$ cat src/common/spectrum_pkg.sv
package spectrum_pkg;

    localparam int n_points = 16;
    localparam int n_stages = 4;
    localparam int sample_w = 16;
    localparam int stage_w  = 32;
    localparam int bin_w    = 16;
    localparam int mag_w    = 32;
    localparam int prod_w   = 48;             // Twiddle product before Q16 rescale

    typedef logic [3:0] index_t;
    typedef logic signed [sample_w-1:0] sample_t;
    typedef sample_t [n_points-1:0] window_t;  // Index 0 holds the oldest sample

    typedef struct packed {
        logic signed [stage_w-1:0] re;
        logic signed [stage_w-1:0] im;
    } cplx_t;

    typedef cplx_t [n_points-1:0] stage_vec_t;

    typedef struct packed {
        logic signed [bin_w-1:0] re;
        logic signed [bin_w-1:0] im;
    } bin_t;

    typedef bin_t [n_points-1:0] spectrum_t;  // Natural bin order

    // W16^j = cos(2*pi*j/16) - i*sin(2*pi*j/16) in Q16
    localparam logic signed [stage_w-1:0] twiddle_re [n_points/2] = '{
        32'h0001_0000,                        // 1.0
        32'h0000_EC83,                        // 0.9239
        32'h0000_B504,                        // 0.7071
        32'h0000_61F7,                        // 0.3827
        32'h0000_0000,
        32'hFFFF_9E09,                        // -0.3827
        32'hFFFF_4AFC,                        // -0.7071
        32'hFFFF_137D                         // -0.9239
    };

    localparam logic signed [stage_w-1:0] twiddle_im [n_points/2] = '{
        32'h0000_0000,
        32'hFFFF_9E09,
        32'hFFFF_4AFC,
        32'hFFFF_137D,
        32'hFFFF_0000,                        // -1.0
        32'hFFFF_137D,
        32'hFFFF_4AFC,
        32'hFFFF_9E09
    };

    // Drop the Q16 fraction, nudging negative values up by one
    function automatic logic signed [stage_w-1:0] round_q16(
        input logic signed [prod_w-1:0] prod
    );
        return prod[prod_w-1:16] + {{(stage_w-1){1'b0}}, prod[prod_w-1]};
    endfunction

    // Stage values carry 8 fraction bits on top of the sample scale
    function automatic logic signed [bin_w-1:0] to_bin(
        input logic signed [stage_w-1:0] value
    );
        return value[23:8] + {{(bin_w-1){1'b0}}, value[stage_w-1]};
    endfunction

endpackage

$ cat src/logic/sample_window.sv
module sample_window
    import spectrum_pkg::*;
(
    input  logic    clk,
    input  logic    rst,
    input  logic    data_valid,
    input  sample_t data,
    output window_t window
);

    // Serial in at the top, oldest sample drops out of slot 0
    always_ff @(posedge clk or posedge rst) begin
        if (rst) begin
            window <= '0;
        end else if (data_valid) begin
            window <= {data, window[n_points-1:1]};  // Idle cycles leave the frame alone
        end
    end

endmodule

$ cat config.mk
export PLATFORM = sky130hd
export DESIGN_NAME = sample_window
export DESIGN_NICKNAME = d
export VERILOG_FILES = /design/src/common/spectrum_pkg.sv /design/src/logic/sample_window.sv
export SDC_FILE = /design/constraint.sdc
export NUM_CORES = 1
export LEC_CHECK = 0
export BUFFER_PORTS_ARGS = -buffer_cell sky130_fd_sc_hd__buf_2
export CAP_MARGIN = 30
export CORE_MARGIN = 2
export CORE_UTILIZATION = 54
export DETAILED_ROUTE_END_ITERATION = 6
export PLACE_DENSITY = 0.88
export SYNTH_ARGS = -nofsm -noshare
export SYNTH_HDL_FRONTEND = slang
export SYNTH_SLANG_ARGS = --single-unit
export TNS_END_PERCENT = 5
$ cat constraint.sdc
create_clock -name clk -period 16.9 [get_ports clk]
set_input_delay 1.69 -clock clk [delete_from_list [all_inputs] [get_ports clk]]
set_output_delay 1.69 -clock clk [all_outputs]
set_load 0.005 [all_outputs]
==> metrics.md <==
| Metric | Value |
|---|---|
| Largest register by flop count | `window` |
| IO Count | `275` |
| Status | `finished clean` |
| Final worst setup slack | `13.58 ns` |
| Largest net degree at the start of global routing | `129` |
| Setup CP Type | `in -> reg` |
| 1st-iter DRT viols | `234` |
| Critical path launch point type | `input pin` |
| DP Area | `0.01099 mm^2` |
| Vias in the first global route | `5,658` |
| Routed vias | `5,518` |
| Die area | `0.01886 mm^2` |
| Hold-fix buffers at CTS | `0` |
| Final setup viols | `0` |
| Setup TNS | `0 ns` |
| Pwr/cell area | `182.7 mW/mm^2` |
| Slowest-stage cell, CP | `buf_4` |
| WP buf/inv | `2` |
| Nets | `839` |
| # diodes | `0` |
| CP top delay family | `buffers and inverters` |
| Post-synth net total | `560` |
| Synth Warn # | `0` |
| Final antenna-violating net count | `0` |
| Num CTS Buffers | `26` |
| Post-Place Setup Slack | `12.79 ns` |
| Max-cap violations | `0` |
| Max Fclk | `301.5 MHz` |
| Die Wd | `137.3 um` |
| Post-synth top area share | `0.6674` |
| WP data arrival | `3.71 ns` |
| Cell area after synthesis | `0.009598 mm^2` |
| Leak | `0.005720 uW` |
| Layout area overhead | `24.18%` |
| Max-slew headroom | `0.3757` |
| Top flop regs | `window x256` |
| Share of layout cells above drive strength 1 | `0.6929` |
| RSZ-0062 raised after global routing | `no` |
| Sequential fraction of the synthesis area | `0.6674` |
| Top cells by area, synth | `dfrtp_1 (67%), mux2_2 (30%), buf_6 (3.1%), buf_4 (0.078%), buf_2 (0.052%)` |
| GR Util All Layers | `0.2100` |
| Port Buffers | `274` |
| Initial antenna violation count | `0` |
| WP data required | `17.29 ns` |
| Global placement routability congestion | `0.7513` |
| Non-Filler Instances | `1,065` |
| Yosys reg bits | `256` |
| Synth cell types | `6` |
| VDD IR max | `116.2 uV` |
| Maximum fanout along the worst path | `121` |
| Via density | `5.181` |
| H-Tree Depth | `1` |
| Measured slew at the worst slew-check pin | `0.9364 ns` |
| CTS tree | `done` |
| Worst hold margin | `0.5014 ns` |
| Crit path time final | `3.316 ns` |
| Tightest Hold Check Type | `reg -> reg` |
| DR WL/cell | `18.85 um` |
| Setup Skew | `0.007885 ns` |
| Cells after Synth | `541` |
| Clock buffer depth | `3` |
| Drt total wl | `20.08 mm` |
| Max incr delay on CP | `0.87 ns` |
| DIE HEIGHT | `137.3 um` |
| Final period utilization | `0.1962` |
| Cell row count | `48` |
| First-pass DRT Iterations | `4` |
| Final instance area | `0.01192 mm^2` |
| Post-CTS Setup Bufs | `0` |
| Placed Instances | `1,016` |
| Grt total ovfl | `0` |
| Filler cells | `1,198` |
| Initial Utilization | `0.5530` |
| Detailed Place HPWL | `13.70 mm` |
| CP cell instances | `buf_8 > buf_4 > mux2_2` |
| Largest register FFs | `256` |
| Slew Limit Fails | `0` |
| Gates resized, CTS repair | `0` |
| Post-synthesis area per instance | `17.74 um^2` |
| DRC | `0` |
| Area leader, netlist | `dfrtp_1` |
| Worst-path clk slew | `0.06 ns` |
| Crit path capture type | `register` |
| Clock Latency Late Sink | `0.51 ns` |
| Std-Cell Core Area | `0.01736 mm^2` |
| Sinks on Clock Net | `256` |
| First-pass GRT wire length | `30.97 mm` |
| CTS Root Cell | `clkbuf_16` |
| Final hold violation count | `0` |
power breakdown:
group          total (uW)  internal (uW)  switching, uW
logic                 554            332            222
registers            1040            848            188
clock network         587            355            232
area by class of cell:
| cell class | count | area [um^2] | area share |
|---|---|---|---|
| clock buffer | 33 | 738.2 | 0.06194 |
| sequential | 256 | 6406 | 0.5375 |
| clock inverter | 15 | 160.2 | 0.01344 |
| multi-input combinational | 256 | 2883 | 0.2419 |
| inverter | 1 | 11.26 | 0.0009448 |
| timing repair buffer | 279 | 1439 | 0.1207 |
| tap | 225 | 281.5 | 0.02362 |
routing by layer:
layer / track usage / share of wire
met1: 0.2755 / 0.42
met2: 0.3400 / 0.48
met3: 0.06365 / 0.073
met4: 0.06128 / 0.027
met5: 0 / 0
synth_stat cells (all sizes together):
master    n
buf      28
inv       1
mux2    256
dfrtp   256
layout by cell type, fill, tap and decap left out:
master and n:
clkinv_2 8, bufinv_16 3, inv_8 1, buf_16 1
clkbuf_8 4, clkbuf_16 27, clkbuf_1 2, dfrtp_1 256
buf_2 273, clkinvlp_4 4, buf_8 1, mux2_2 256
buf_4 4
cell families after synthesis:
logic type | count (synthesis) | synth area share
muxes | 256 | 0.3004
buffers and inverters | 29 | 0.03220
DFF | 256 | 0.6674
through the flow:
| step | util | power (uW) |
|---|---|---|
| finish | 0.6867 | 2177 |
| CTS | 0.6851 | 2201 |
| global route | 0.6867 | 2305 |
| floorplan | - | 1258 |
| detailed placement | 0.6334 | 1605 |
| global placement | 0.6334 | 1570 |
final timing paths:
kind / from / endpoint / slack [ns] / depth (start not counted)
setup / recovery: data_valid / window[58] / 13.58 / 3
hold / removal: window[7] / window[7] / 0.50 / 1
setup reg to reg: window[106] / window[90] / 16.01 / 1
hold reg to reg: window[7] / window[7] / 0.50 / 1
max in group asynchronous: rst / window[155] / 14.13 / 4
min in group asynchronous: rst / window[43] / 1.34 / 2
(Power assumes the default switching activity.)
