$ cat src/common/spectrum_pkg.sv
package spectrum_pkg;

    localparam int n_points = 16;
    localparam int n_stages = 4;
    localparam int sample_w = 16;
    localparam int stage_w  = 32;
    localparam int bin_w    = 16;
    localparam int mag_w    = 32;
    localparam int prod_w   = 48;             // Twiddle product before Q16 rescale

    typedef logic [3:0] index_t;
    typedef logic signed [sample_w-1:0] sample_t;
    typedef sample_t [n_points-1:0] window_t;  // Index 0 holds the oldest sample

    typedef struct packed {
        logic signed [stage_w-1:0] re;
        logic signed [stage_w-1:0] im;
    } cplx_t;

    typedef cplx_t [n_points-1:0] stage_vec_t;

    typedef struct packed {
        logic signed [bin_w-1:0] re;
        logic signed [bin_w-1:0] im;
    } bin_t;

    typedef bin_t [n_points-1:0] spectrum_t;  // Natural bin order

    // W16^j = cos(2*pi*j/16) - i*sin(2*pi*j/16) in Q16
    localparam logic signed [stage_w-1:0] twiddle_re [n_points/2] = '{
        32'h0001_0000,                        // 1.0
        32'h0000_EC83,                        // 0.9239
        32'h0000_B504,                        // 0.7071
        32'h0000_61F7,                        // 0.3827
        32'h0000_0000,
        32'hFFFF_9E09,                        // -0.3827
        32'hFFFF_4AFC,                        // -0.7071
        32'hFFFF_137D                         // -0.9239
    };

    localparam logic signed [stage_w-1:0] twiddle_im [n_points/2] = '{
        32'h0000_0000,
        32'hFFFF_9E09,
        32'hFFFF_4AFC,
        32'hFFFF_137D,
        32'hFFFF_0000,                        // -1.0
        32'hFFFF_137D,
        32'hFFFF_4AFC,
        32'hFFFF_9E09
    };

    // Drop the Q16 fraction, nudging negative values up by one
    function automatic logic signed [stage_w-1:0] round_q16(
        input logic signed [prod_w-1:0] prod
    );
        return prod[prod_w-1:16] + {{(stage_w-1){1'b0}}, prod[prod_w-1]};
    endfunction

    // Stage values carry 8 fraction bits on top of the sample scale
    function automatic logic signed [bin_w-1:0] to_bin(
        input logic signed [stage_w-1:0] value
    );
        return value[23:8] + {{(bin_w-1){1'b0}}, value[stage_w-1]};
    endfunction

endpackage

$ cat src/logic/frame_control.sv
module frame_control
    import spectrum_pkg::*;
(
    input  logic clk,
    input  logic rst,
    input  logic data_valid,
    output logic fft_valid,
    output logic done
);

    index_t            count;                 // Samples accepted in current frame
    logic              frame_end;
    logic [n_stages:0] fft_chain;             // Window plus one bit per FFT stage
    logic [1:0]        peak_chain;            // Magnitude and argmax registers

    assign frame_end = data_valid && (count == index_t'(n_points - 1));

    always_ff @(posedge clk or posedge rst) begin
        if (rst) begin
            count <= '0;
        end else if (data_valid) begin
            count <= count + 1'b1;            // Wraps at the frame size
        end
    end

    // Several frames may be in flight, so this is a shift chain and not a counter
    always_ff @(posedge clk or posedge rst) begin
        if (rst) begin
            fft_chain  <= '0;
            peak_chain <= '0;
        end else begin
            fft_chain  <= {fft_chain[n_stages-1:0], frame_end};
            peak_chain <= {peak_chain[0], fft_chain[n_stages]};
        end
    end

    assign fft_valid = fft_chain[n_stages];
    assign done      = peak_chain[1];

endmodule

$ cat config.mk
export PLATFORM = sky130hd
export DESIGN_NAME = frame_control
export DESIGN_NICKNAME = d
export VERILOG_FILES = /design/src/common/spectrum_pkg.sv /design/src/logic/frame_control.sv
export SDC_FILE = /design/constraint.sdc
export NUM_CORES = 1
export LEC_CHECK = 0
export BUFFER_PORTS_ARGS = -buffer_cell sky130_fd_sc_hd__buf_4
export CAP_MARGIN = 20
export CORE_AREA = 3 3 40 42
export DETAILED_ROUTE_END_ITERATION = 8
export DIE_AREA = 0 0 43 45
export PLACE_DENSITY = 0.53
export SETUP_SLACK_MARGIN = 0.4
export SYNTH_ARGS = -nofsm -noshare
export SYNTH_HDL_FRONTEND = slang
export SYNTH_SLANG_ARGS = --single-unit
$ cat constraint.sdc
create_clock -name clk -period 2.5 [get_ports clk]
set_input_delay 0.5 -clock clk [delete_from_list [all_inputs] [get_ports clk]]
set_output_delay 0.5 -clock clk [all_outputs]
set_load 0.01 [all_outputs]
==> results.py, run 1 <==
metrics = {
    "status": {
        "outcome": "completed",
    },
    "drt": {
        "vias": 172,
        "dr.first_iter.drc_count": 0,
        "routedWlPerCell_um": 10.8,
        "drc": 0,
        "drt.antenna.violating_nets": 0,
        "vias_per_cell": 3.91,
        "wl_um": 475,
        "drt_first_pass_iters": 1,
    },
    "timing": {
        "final-hold-violation-count": 0,
        "rsz0062_at_grt": "false",
        "tns_ns": 0,
        "clock_skew_ns": 0.00424,
        "tightestPinTransition_ns": 0.409,
        "fmax_mhz": 772,
        "setup_viol": 0,
        "slew_violations": 0,
        "fin_crit_sh_pct": 51.8,
        "slew_headroom_pct": 72.7,
        "fin_crit_ns": 1.30,
    },
    "global_route": {
        "overflow": 0,
        "antenna_found_initial": 0,
        "grt_usage_pct": 7.04,
        "grt_max_degree": 12,
        "grt_pass1_wl_um": 883,
        "grt_pass1_vias": 193,
    },
    "power_and_ir_drop": {
        "p_per_area_nw_per_um2": 1060,
        "ir_drop_uv": 403,
        "leakagePower_nw": 0.211,
    },
    "layout": {
        "area_growth_pct": 21.7,
        "most-common-layout-cells": "dfrtp_1 (11), buf_4 (4), clkbuf_4 (3)",
        "antenna_cells": 0,
        "final_core_util_pct": 32.8,
        "drive_gt1_share_pct": 27.6,
        "mostFrequentLayoutCell": "dfrtp_1",
        "final_nets": 34,
    },
    "clock_network": {
        "clk_latency_ns": 0.26,
        "cts_post_setup_buffers_inserted": 0,
        "htreeDepth": 1,
        "cts_buffers": 3,
        "path_clk_slew_ns": 0.07,
        "cts_max_path_buffers": 2,
        "cts_resized": 0,
        "numClockSinks": 11,
        "ctsHoldBuffers": 0,
        "clock-root-buffer": "clkbuf_4",
        "cts_tree": "built",
    },
    "synthesis": {
        "yosysWarningCount": 0,
        "synth_nets": 25,
        "synthDistinctLibCells": 9,
        "ys_seq_area_share_pct": 79.4,
        "yosys_register_bits": 11,
        "synth_cells": 21,
        "synth_largest_area_cell": "dfrtp_1",
        "syn_area_sq_um": 347,
        "yosysTopAreaCellShare_pct": 79.4,
        "yosys-top-cells-area": "dfrtp_1 (79%), xnor2_1 (5.1%), ha_1 (3.6%), mux2_2 (3.2%), xor2_1 (2.5%)",
        "syn_area_per_cell_sq_um": 16.5,
    },
    "critical_path": {
        "max_stage_delay_ns": 0.39,
        "cp.arrival_ns": 0.80,
        "path_class": "flop to output pin",
        "cp.required_ns": 2.00,
        "critPathLaunchType": "flop",
        "worst-path-buf-inv": 1,
        "crit_path_end_kind": "output pin",
        "slowest_stage": "dfrtp_1",
        "path_delay_family": "flip-flops",
        "cp_cell_sequence": "buf_4",
        "path_max_fanout": 2,
    },
    "floorplanning": {
        "die-area_sq_um": 1940,
        "rows": 13,
        "start_util_pct": 27.0,
        "die_y_um": 45,
        "ios": 5,
        "die_w_um": 43,
        "core_area_sq_um": 1280,
    },
    "job": {
        "drv_cap": 0,
    },
    "placement": {
        "numPortBuffers": 4,
        "routabilityCongestion": 0.771,
        "hpwl_um": 343,
    },
    "min_path": {
        "worstHoldPathType": "input pin to asynchronous set/reset pin",
    },
}
[stage by stage]
| step | hold slack (ns) | setup WS [ns] | cell area (sq um) | power, mW | instances |
|---|---|---|---|---|---|
| after floorplan | 0.331 | 1.47 | 347 | 0.310 | 21 |
| after global placement | 0.332 | 1.46 | 395 | 0.330 | 40 |
| after detailed placement | 0.340 | 1.44 | 395 | 0.336 | 40 |
| after CTS | 0.222 | 1.18 | 422 | 0.456 | 44 |
| after global routing | 0.240 | 1.17 | 422 | 0.486 | 44 |
| final | 0.222 | 1.20 | 422 | 0.446 | 44 |
[layer usage]
layer / vias up / share of wire [%] / track usage (%)
li1: 82 / - / -
met1: 84 / 48 / 7.89
met2: 6 / 44 / 9.28
met3: 0 / 8.4 / 5.98
met4: 0 / 0 / 3.61
met5: - / 0 / 0
[cells in the mapped netlist]
| cell | count |
|---|---|
| dfrtp_1 | 11 |
| nand4_1 | 1 |
| nor2_1 | 1 |
| mux2_2 | 1 |
| ha_1 | 1 |
| xor2_1 | 1 |
| xnor2_1 | 2 |
| nand2_1 | 2 |
| inv_1 | 1 |
[flip-flops by register name, indices dropped and copies added (netlist names)]
| name | count |
|---|---|
| count | 4 |
| fft_chain | 5 |
| peak_chain | 2 |
[final cells by class]
class	count	area [sq um]
clock buffers	4	26.3
flip-flops and latches	11	275
repair buffers	4	30.0
inverters	1	3.75
multi-input cells	9	67.6
fillers	131	863
well taps	15	18.8
[power by group]
part           total [mW]  switching, mW  internal [mW]
combinational      0.0747         0.0316         0.0430
clock               0.116         0.0545         0.0616
sequential          0.256         0.0299          0.226
total               0.446          0.116          0.330
[logic make-up after synthesis]
group	synth area share, %
mux	3.25
simple gates	5.06
flops	79.4
buf+inv	1.08
fa+ha+maj	3.61
xor+xnor	7.58
[path summary, 6_finish.rpt]
| check | startpoint | to | cells past startpoint | slack (ns) |
|---|---|---|---|---|
| setup / recovery | fft_chain[4] | fft_valid | 1 | 1.20 |
| hold / removal | rst | peak_chain[1] | 2 | 0.22 |
| setup reg to reg | count[0] | count[1] | 2 | 1.44 |
| hold reg to reg | fft_chain[0] | fft_chain[1] | 0 | 0.36 |
| max in group asynchronous | rst | fft_chain[4] | 2 | 1.99 |
| min in group clk | fft_chain[0] | fft_chain[1] | 0 | 0.36 |
Power figures use the tool's default switching activity.
==> run 2: changes to the inputs <==
==> constraint.sdc (replaced) <==
create_clock -name clk -period 1.25 [get_ports clk]
set_input_delay 0.25 -clock clk [delete_from_list [all_inputs] [get_ports clk]]
set_output_delay 0.25 -clock clk [all_outputs]
set_load 0.01 [all_outputs]
==> results.py, run 2 (synthesis results as in run 1) <==
metrics = {
    "status": {
        "outcome": "completed",
    },
    "min_path": {
        "worstHoldPathType": "input pin to flop",
    },
    "critical_path": {
        "critPathLaunchType": "flop",
        "path_class": "flop to flop",
        "crit_path_end_kind": "flop",
        "cp.arrival_ns": 1.17,
        "cp.required_ns": 1.39,
        "path_max_fanout": 2,
    },
    "clock_network": {
        "cts_tree": "built",
        "clk_latency_ns": 0.26,
        "path_clk_slew_ns": 0.06,
        "cts_buffers": 3,
        "htreeDepth": 1,
        "clock-root-buffer": "clkbuf_4",
        "numClockSinks": 11,
        "cts_max_path_buffers": 2,
    },
    "power_and_ir_drop": {
        "ir_drop_uv": 967,
        "leakagePower_nw": 0.224,
        "p_per_area_nw_per_um2": 2090,
    },
    "drt": {
        "dr.first_iter.drc_count": 3,
        "vias": 186,
        "drt.antenna.violating_nets": 0,
        "wl_um": 521,
        "drc": 0,
        "vias_per_cell": 3.88,
        "drt_first_pass_iters": 2,
        "routedWlPerCell_um": 10.9,
    },
    "layout": {
        "final_nets": 38,
        "largest_register": "fft_chain",
        "drive_gt1_share_pct": 42.4,
        "area_growth_pct": 35.7,
        "largest_reg_flops": 5,
        "n_fill_cell": 125,
        "most-common-layout-cells": "dfrtp_1 (11), buf_4 (5), clkbuf_4 (3)",
        "top_regs": "fft_chain (5), count (4), peak_chain (2)",
        "mostFrequentLayoutCell": "dfrtp_1",
        "antenna_cells": 0,
    },
    "global_route": {
        "grt_pass1_vias": 210,
        "grt_max_degree": 12,
        "use_met3_pct": 7.17,
        "antenna_found_initial": 0,
        "grt_pass1_wl_um": 876,
        "met1_usage_pct": 6.62,
        "grt-busiest-layer": "met2",
        "grt_usage_pct": 6.87,
        "use_met2_pct": 10.2,
        "overflow": 0,
    },
    "timing": {
        "fin_crit_sh_pct": 82.1,
        "fmax_mhz": 975,
        "slew_violations": 0,
        "clock_skew_ns": 0.000438,
        "tns_ns": 0,
        "final-hold-violation-count": 0,
        "setup_viol": 0,
        "timing.hold.ws_ns": 0.209,
        "tightestPinTransition_ns": 0.232,
        "slew_headroom_pct": 84.5,
        "fin_crit_ns": 1.03,
        "rsz0062_at_grt": "true",
    },
    "floorplanning": {
        "rows": 13,
        "core_area_sq_um": 1280,
        "die-area_sq_um": 1940,
        "die_y_um": 45,
        "start_util_pct": 27.0,
        "ios": 5,
        "die_w_um": 43,
    },
    "placement": {
        "numPortBuffers": 4,
        "routabilityCongestion": 0.713,
    },
    "job": {
        "drv_cap": 0,
    },
}
## run 2: changes by cell type in the layout (fill, tap and decap cells not counted), sizes merged
cell         before  now
inv               1    0
clkinvlp          0    1
dlygate4sd3       0    1
buf               4    7
## run 2: through the flow
stage	cell area, sq um	worst slack, ns	utilization, %	std cells	power, mW
floorplan	347	0.235	-	21	0.621
global placement	395	0.220	30.8	40	0.660
detailed placement	395	0.204	30.8	40	0.670
CTS	459	0.213	35.7	47	0.975
global route	470	0.186	36.6	48	1.07
finish	470	0.224	36.6	48	0.985
## run 2: critical path: stages, from the launching register on
cell	delay, ns
dfrtp_1	0.38
ha_2	0.27
mux2_2	0.26
## run 2: layer usage
layer / routed length, um / share of wire (%)
met1: 213 / 41
met2: 246 / 47
met3: 60 / 12
met4: 0 / 0
met5: 0 / 0
## run 2: area by class of cell
type | count | area (sq um) | share of cell area, %
flip-flops and latches | 11 | 275 | 58.5
multi-input cells | 9 | 72.6 | 15.4
repair buffers | 8 | 70.1 | 14.9
clock buffers | 4 | 26.3 | 5.59
well taps | 15 | 18.8 | 3.99
inverters | 1 | 7.51 | 1.60
## run 2: worst paths after layout
kind                              start      endpoint  slack [ns]  cells after the start
max                            count[0]      count[1]        0.22                      2
min                          data_valid      count[0]        0.21                      2
max reg2reg                    count[0]      count[1]        0.22                      2
min reg2reg                fft_chain[1]  fft_chain[2]        0.35                      0
max in group asynchronous           rst      count[2]        0.60                      3
min in group asynchronous           rst  fft_chain[2]        0.48                      3
## run 2: report_power, final
group	internal, mW	leakage, nW	total, mW	switching [mW]
sequential	0.451	0.144	0.507	0.0562
combinational	0.161	0.0654	0.253	0.0927
clock	0.123	0.0150	0.224	0.101
total	0.735	0.224	0.985	0.250
## run 2: what timing repair did
item / in CTS / in global routing
pin swaps: 1 / 2
hold endpoints to repair: 11 / 0
setup endpoints to repair: 5 / 17
gates resized for setup: 4 / 1
buffers inserted: 2 / 1
hold buffers: 1 / 0
==> run 3: changes to the inputs <==
==> constraint.sdc (replaced) <==
create_clock -name clk -period 1.05 [get_ports clk]
set_input_delay 0.21 -clock clk [delete_from_list [all_inputs] [get_ports clk]]
set_output_delay 0.21 -clock clk [all_outputs]
set_load 0.01 [all_outputs]
==> results.py, run 3 (synthesis results as in run 1) <==
metrics = {
    "status": {
        "outcome": "finished, violations left",
        "violations": "negative hold slack",
    },
    "global_route": {
        "use_met3_pct": 5.98,
        "antenna_found_initial": 0,
        "grt_pass1_vias": 207,
        "grt_pass1_wl_um": 876,
        "use_met2_pct": 10.8,
        "grt_max_degree": 12,
        "met1_usage_pct": 6.91,
        "grt_usage_pct": 6.88,
        "grt-busiest-layer": "met2",
        "overflow": 0,
    },
    "clock_network": {
        "clock-root-buffer": "clkbuf_4",
        "clk_latency_ns": 0.26,
        "cts_max_path_buffers": 2,
        "cts_buffers": 3,
        "cts_tree": "built",
        "htreeDepth": 1,
        "numClockSinks": 11,
        "path_clk_slew_ns": 0.06,
    },
    "placement": {
        "dpl_cell_area_sq_um": 408,
        "hpwl_um": 351,
        "numPortBuffers": 4,
        "routabilityCongestion": 0.725,
    },
    "drt": {
        "dr.first_iter.drc_count": 0,
        "wl_um": 517,
        "drt_first_pass_iters": 1,
        "vias": 180,
        "drc": 0,
        "drt.antenna.violating_nets": 0,
        "vias_per_cell": 3.83,
        "routedWlPerCell_um": 11.0,
    },
    "critical_path": {
        "path_class": "flop to flop",
        "r2r_setup_slack_ns": 0.03,
        "critPathLaunchType": "flop",
        "cp.required_ns": 1.20,
        "crit_path_end_kind": "flop",
        "path_max_fanout": 2,
        "cp.arrival_ns": 1.17,
    },
    "layout": {
        "most-common-layout-cells": "dfrtp_1 (11), buf_4 (4), clkbuf_4 (3), buf_6 (3), xnor2_1 (2)",
        "design_area_sq_um": 478,
        "drive_gt1_share_pct": 43.8,
        "mostFrequentLayoutCell": "dfrtp_1",
        "largest_register": "fft_chain",
        "area_growth_pct": 37.9,
        "largest_reg_flops": 5,
        "top_regs": "fft_chain (5), count (4), peak_chain (2)",
        "antenna_cells": 0,
        "final_nets": 37,
    },
    "floorplanning": {
        "die_y_um": 45,
        "start_util_pct": 27.0,
        "die-area_sq_um": 1940,
        "ios": 5,
        "rows": 13,
        "die_w_um": 43,
        "core_area_sq_um": 1280,
    },
    "timing": {
        "timing.hold.ws_ns": -0.0752,
        "fin_crit_sh_pct": 96.9,
        "clock_skew_ns": 0.00310,
        "tns_ns": 0,
        "rsz0062_at_grt": "true",
        "fmax_mhz": 983,
        "setup_viol": 0,
        "slew_violations": 0,
        "slew_headroom_pct": 74.4,
        "final-hold-violation-count": 11,
        "tightestPinTransition_ns": 0.383,
        "fin_crit_ns": 1.02,
    },
    "power_and_ir_drop": {
        "p_per_area_nw_per_um2": 2550,
        "leakagePower_nw": 0.235,
        "ir_drop_uv": 745,
    },
    "min_path": {
        "worstHoldPathType": "input pin to asynchronous set/reset pin",
    },
    "job": {
        "drv_cap": 0,
    },
}
==> run 3: worst paths after layout <==
| check | cells after the start | to | startpoint |
|---|---|---|---|
| worst min register to register | 0 | fft_chain[1] | fft_chain[0] |
| min in group clk | 2 | count[0] | data_valid |
| worst max-delay path | 2 | count[1] | count[1] |
| worst min-delay path | 2 | fft_chain[1] | rst |
| max in group asynchronous | 2 | fft_chain[3] | rst |
| worst max register to register | 2 | count[1] | count[1] |
==> run 3: power breakdown <==
part           total (mW)  internal, mW  switching [mW]
clock network       0.270         0.147           0.124
logic               0.317         0.203           0.114
registers           0.633         0.537          0.0960
total                1.22         0.887           0.334
==> run 3: layout make-up <==
type | count | area [sq um]
timing repair buffer | 7 | 63.8
clock buffer | 4 | 26.3
sequential | 11 | 275
fill | 125 | 807
multi-input combinational | 9 | 90.1
tap | 15 | 18.8
inverter | 1 | 3.75
==> run 3: per-layer routing <==
metal  routed length [um]  up-vias
met5                    0        -
met4                    0        0
met3                   42        0
met2                  272        6
met1                  202       87
li1                     -       87
==> run 3: what timing repair did <==
item / 4_1_cts / 5_1_grt
pin swaps: 0 / 1
buffers inserted: 2 / 0
endpoints found under the hold margin: 11 / 11
gates resized for setup: 4 / 2
setup endpoints to repair: 7 / 8
==> run 3: metrics by stage <==
| stage | hold WS (ns) | worst slack, ns | util (%) | power, mW | instances |
|---|---|---|---|---|---|
| 2_1_floorplan | 0.0624 | 0.0491 | - | 0.751 | 21 |
| 3_3_place_gp | 0.210 | 0.0375 | 31.7 | 0.826 | 41 |
| 3_5_place_dp | 0.220 | 0.0219 | 31.7 | 0.847 | 41 |
| 4_1_cts | -0.0664 | 0.0327 | 36.6 | 1.23 | 47 |
| 5_1_grt | -0.0432 | 0.00783 | 37.2 | 1.32 | 47 |
| 6_report | -0.0752 | 0.0327 | 37.2 | 1.22 | 47 |
==> run 3: worst max-delay path: stages, from the launching register on <==
cell     delay, ns
dfrtp_1       0.41
ha_4          0.24
mux2_2        0.25
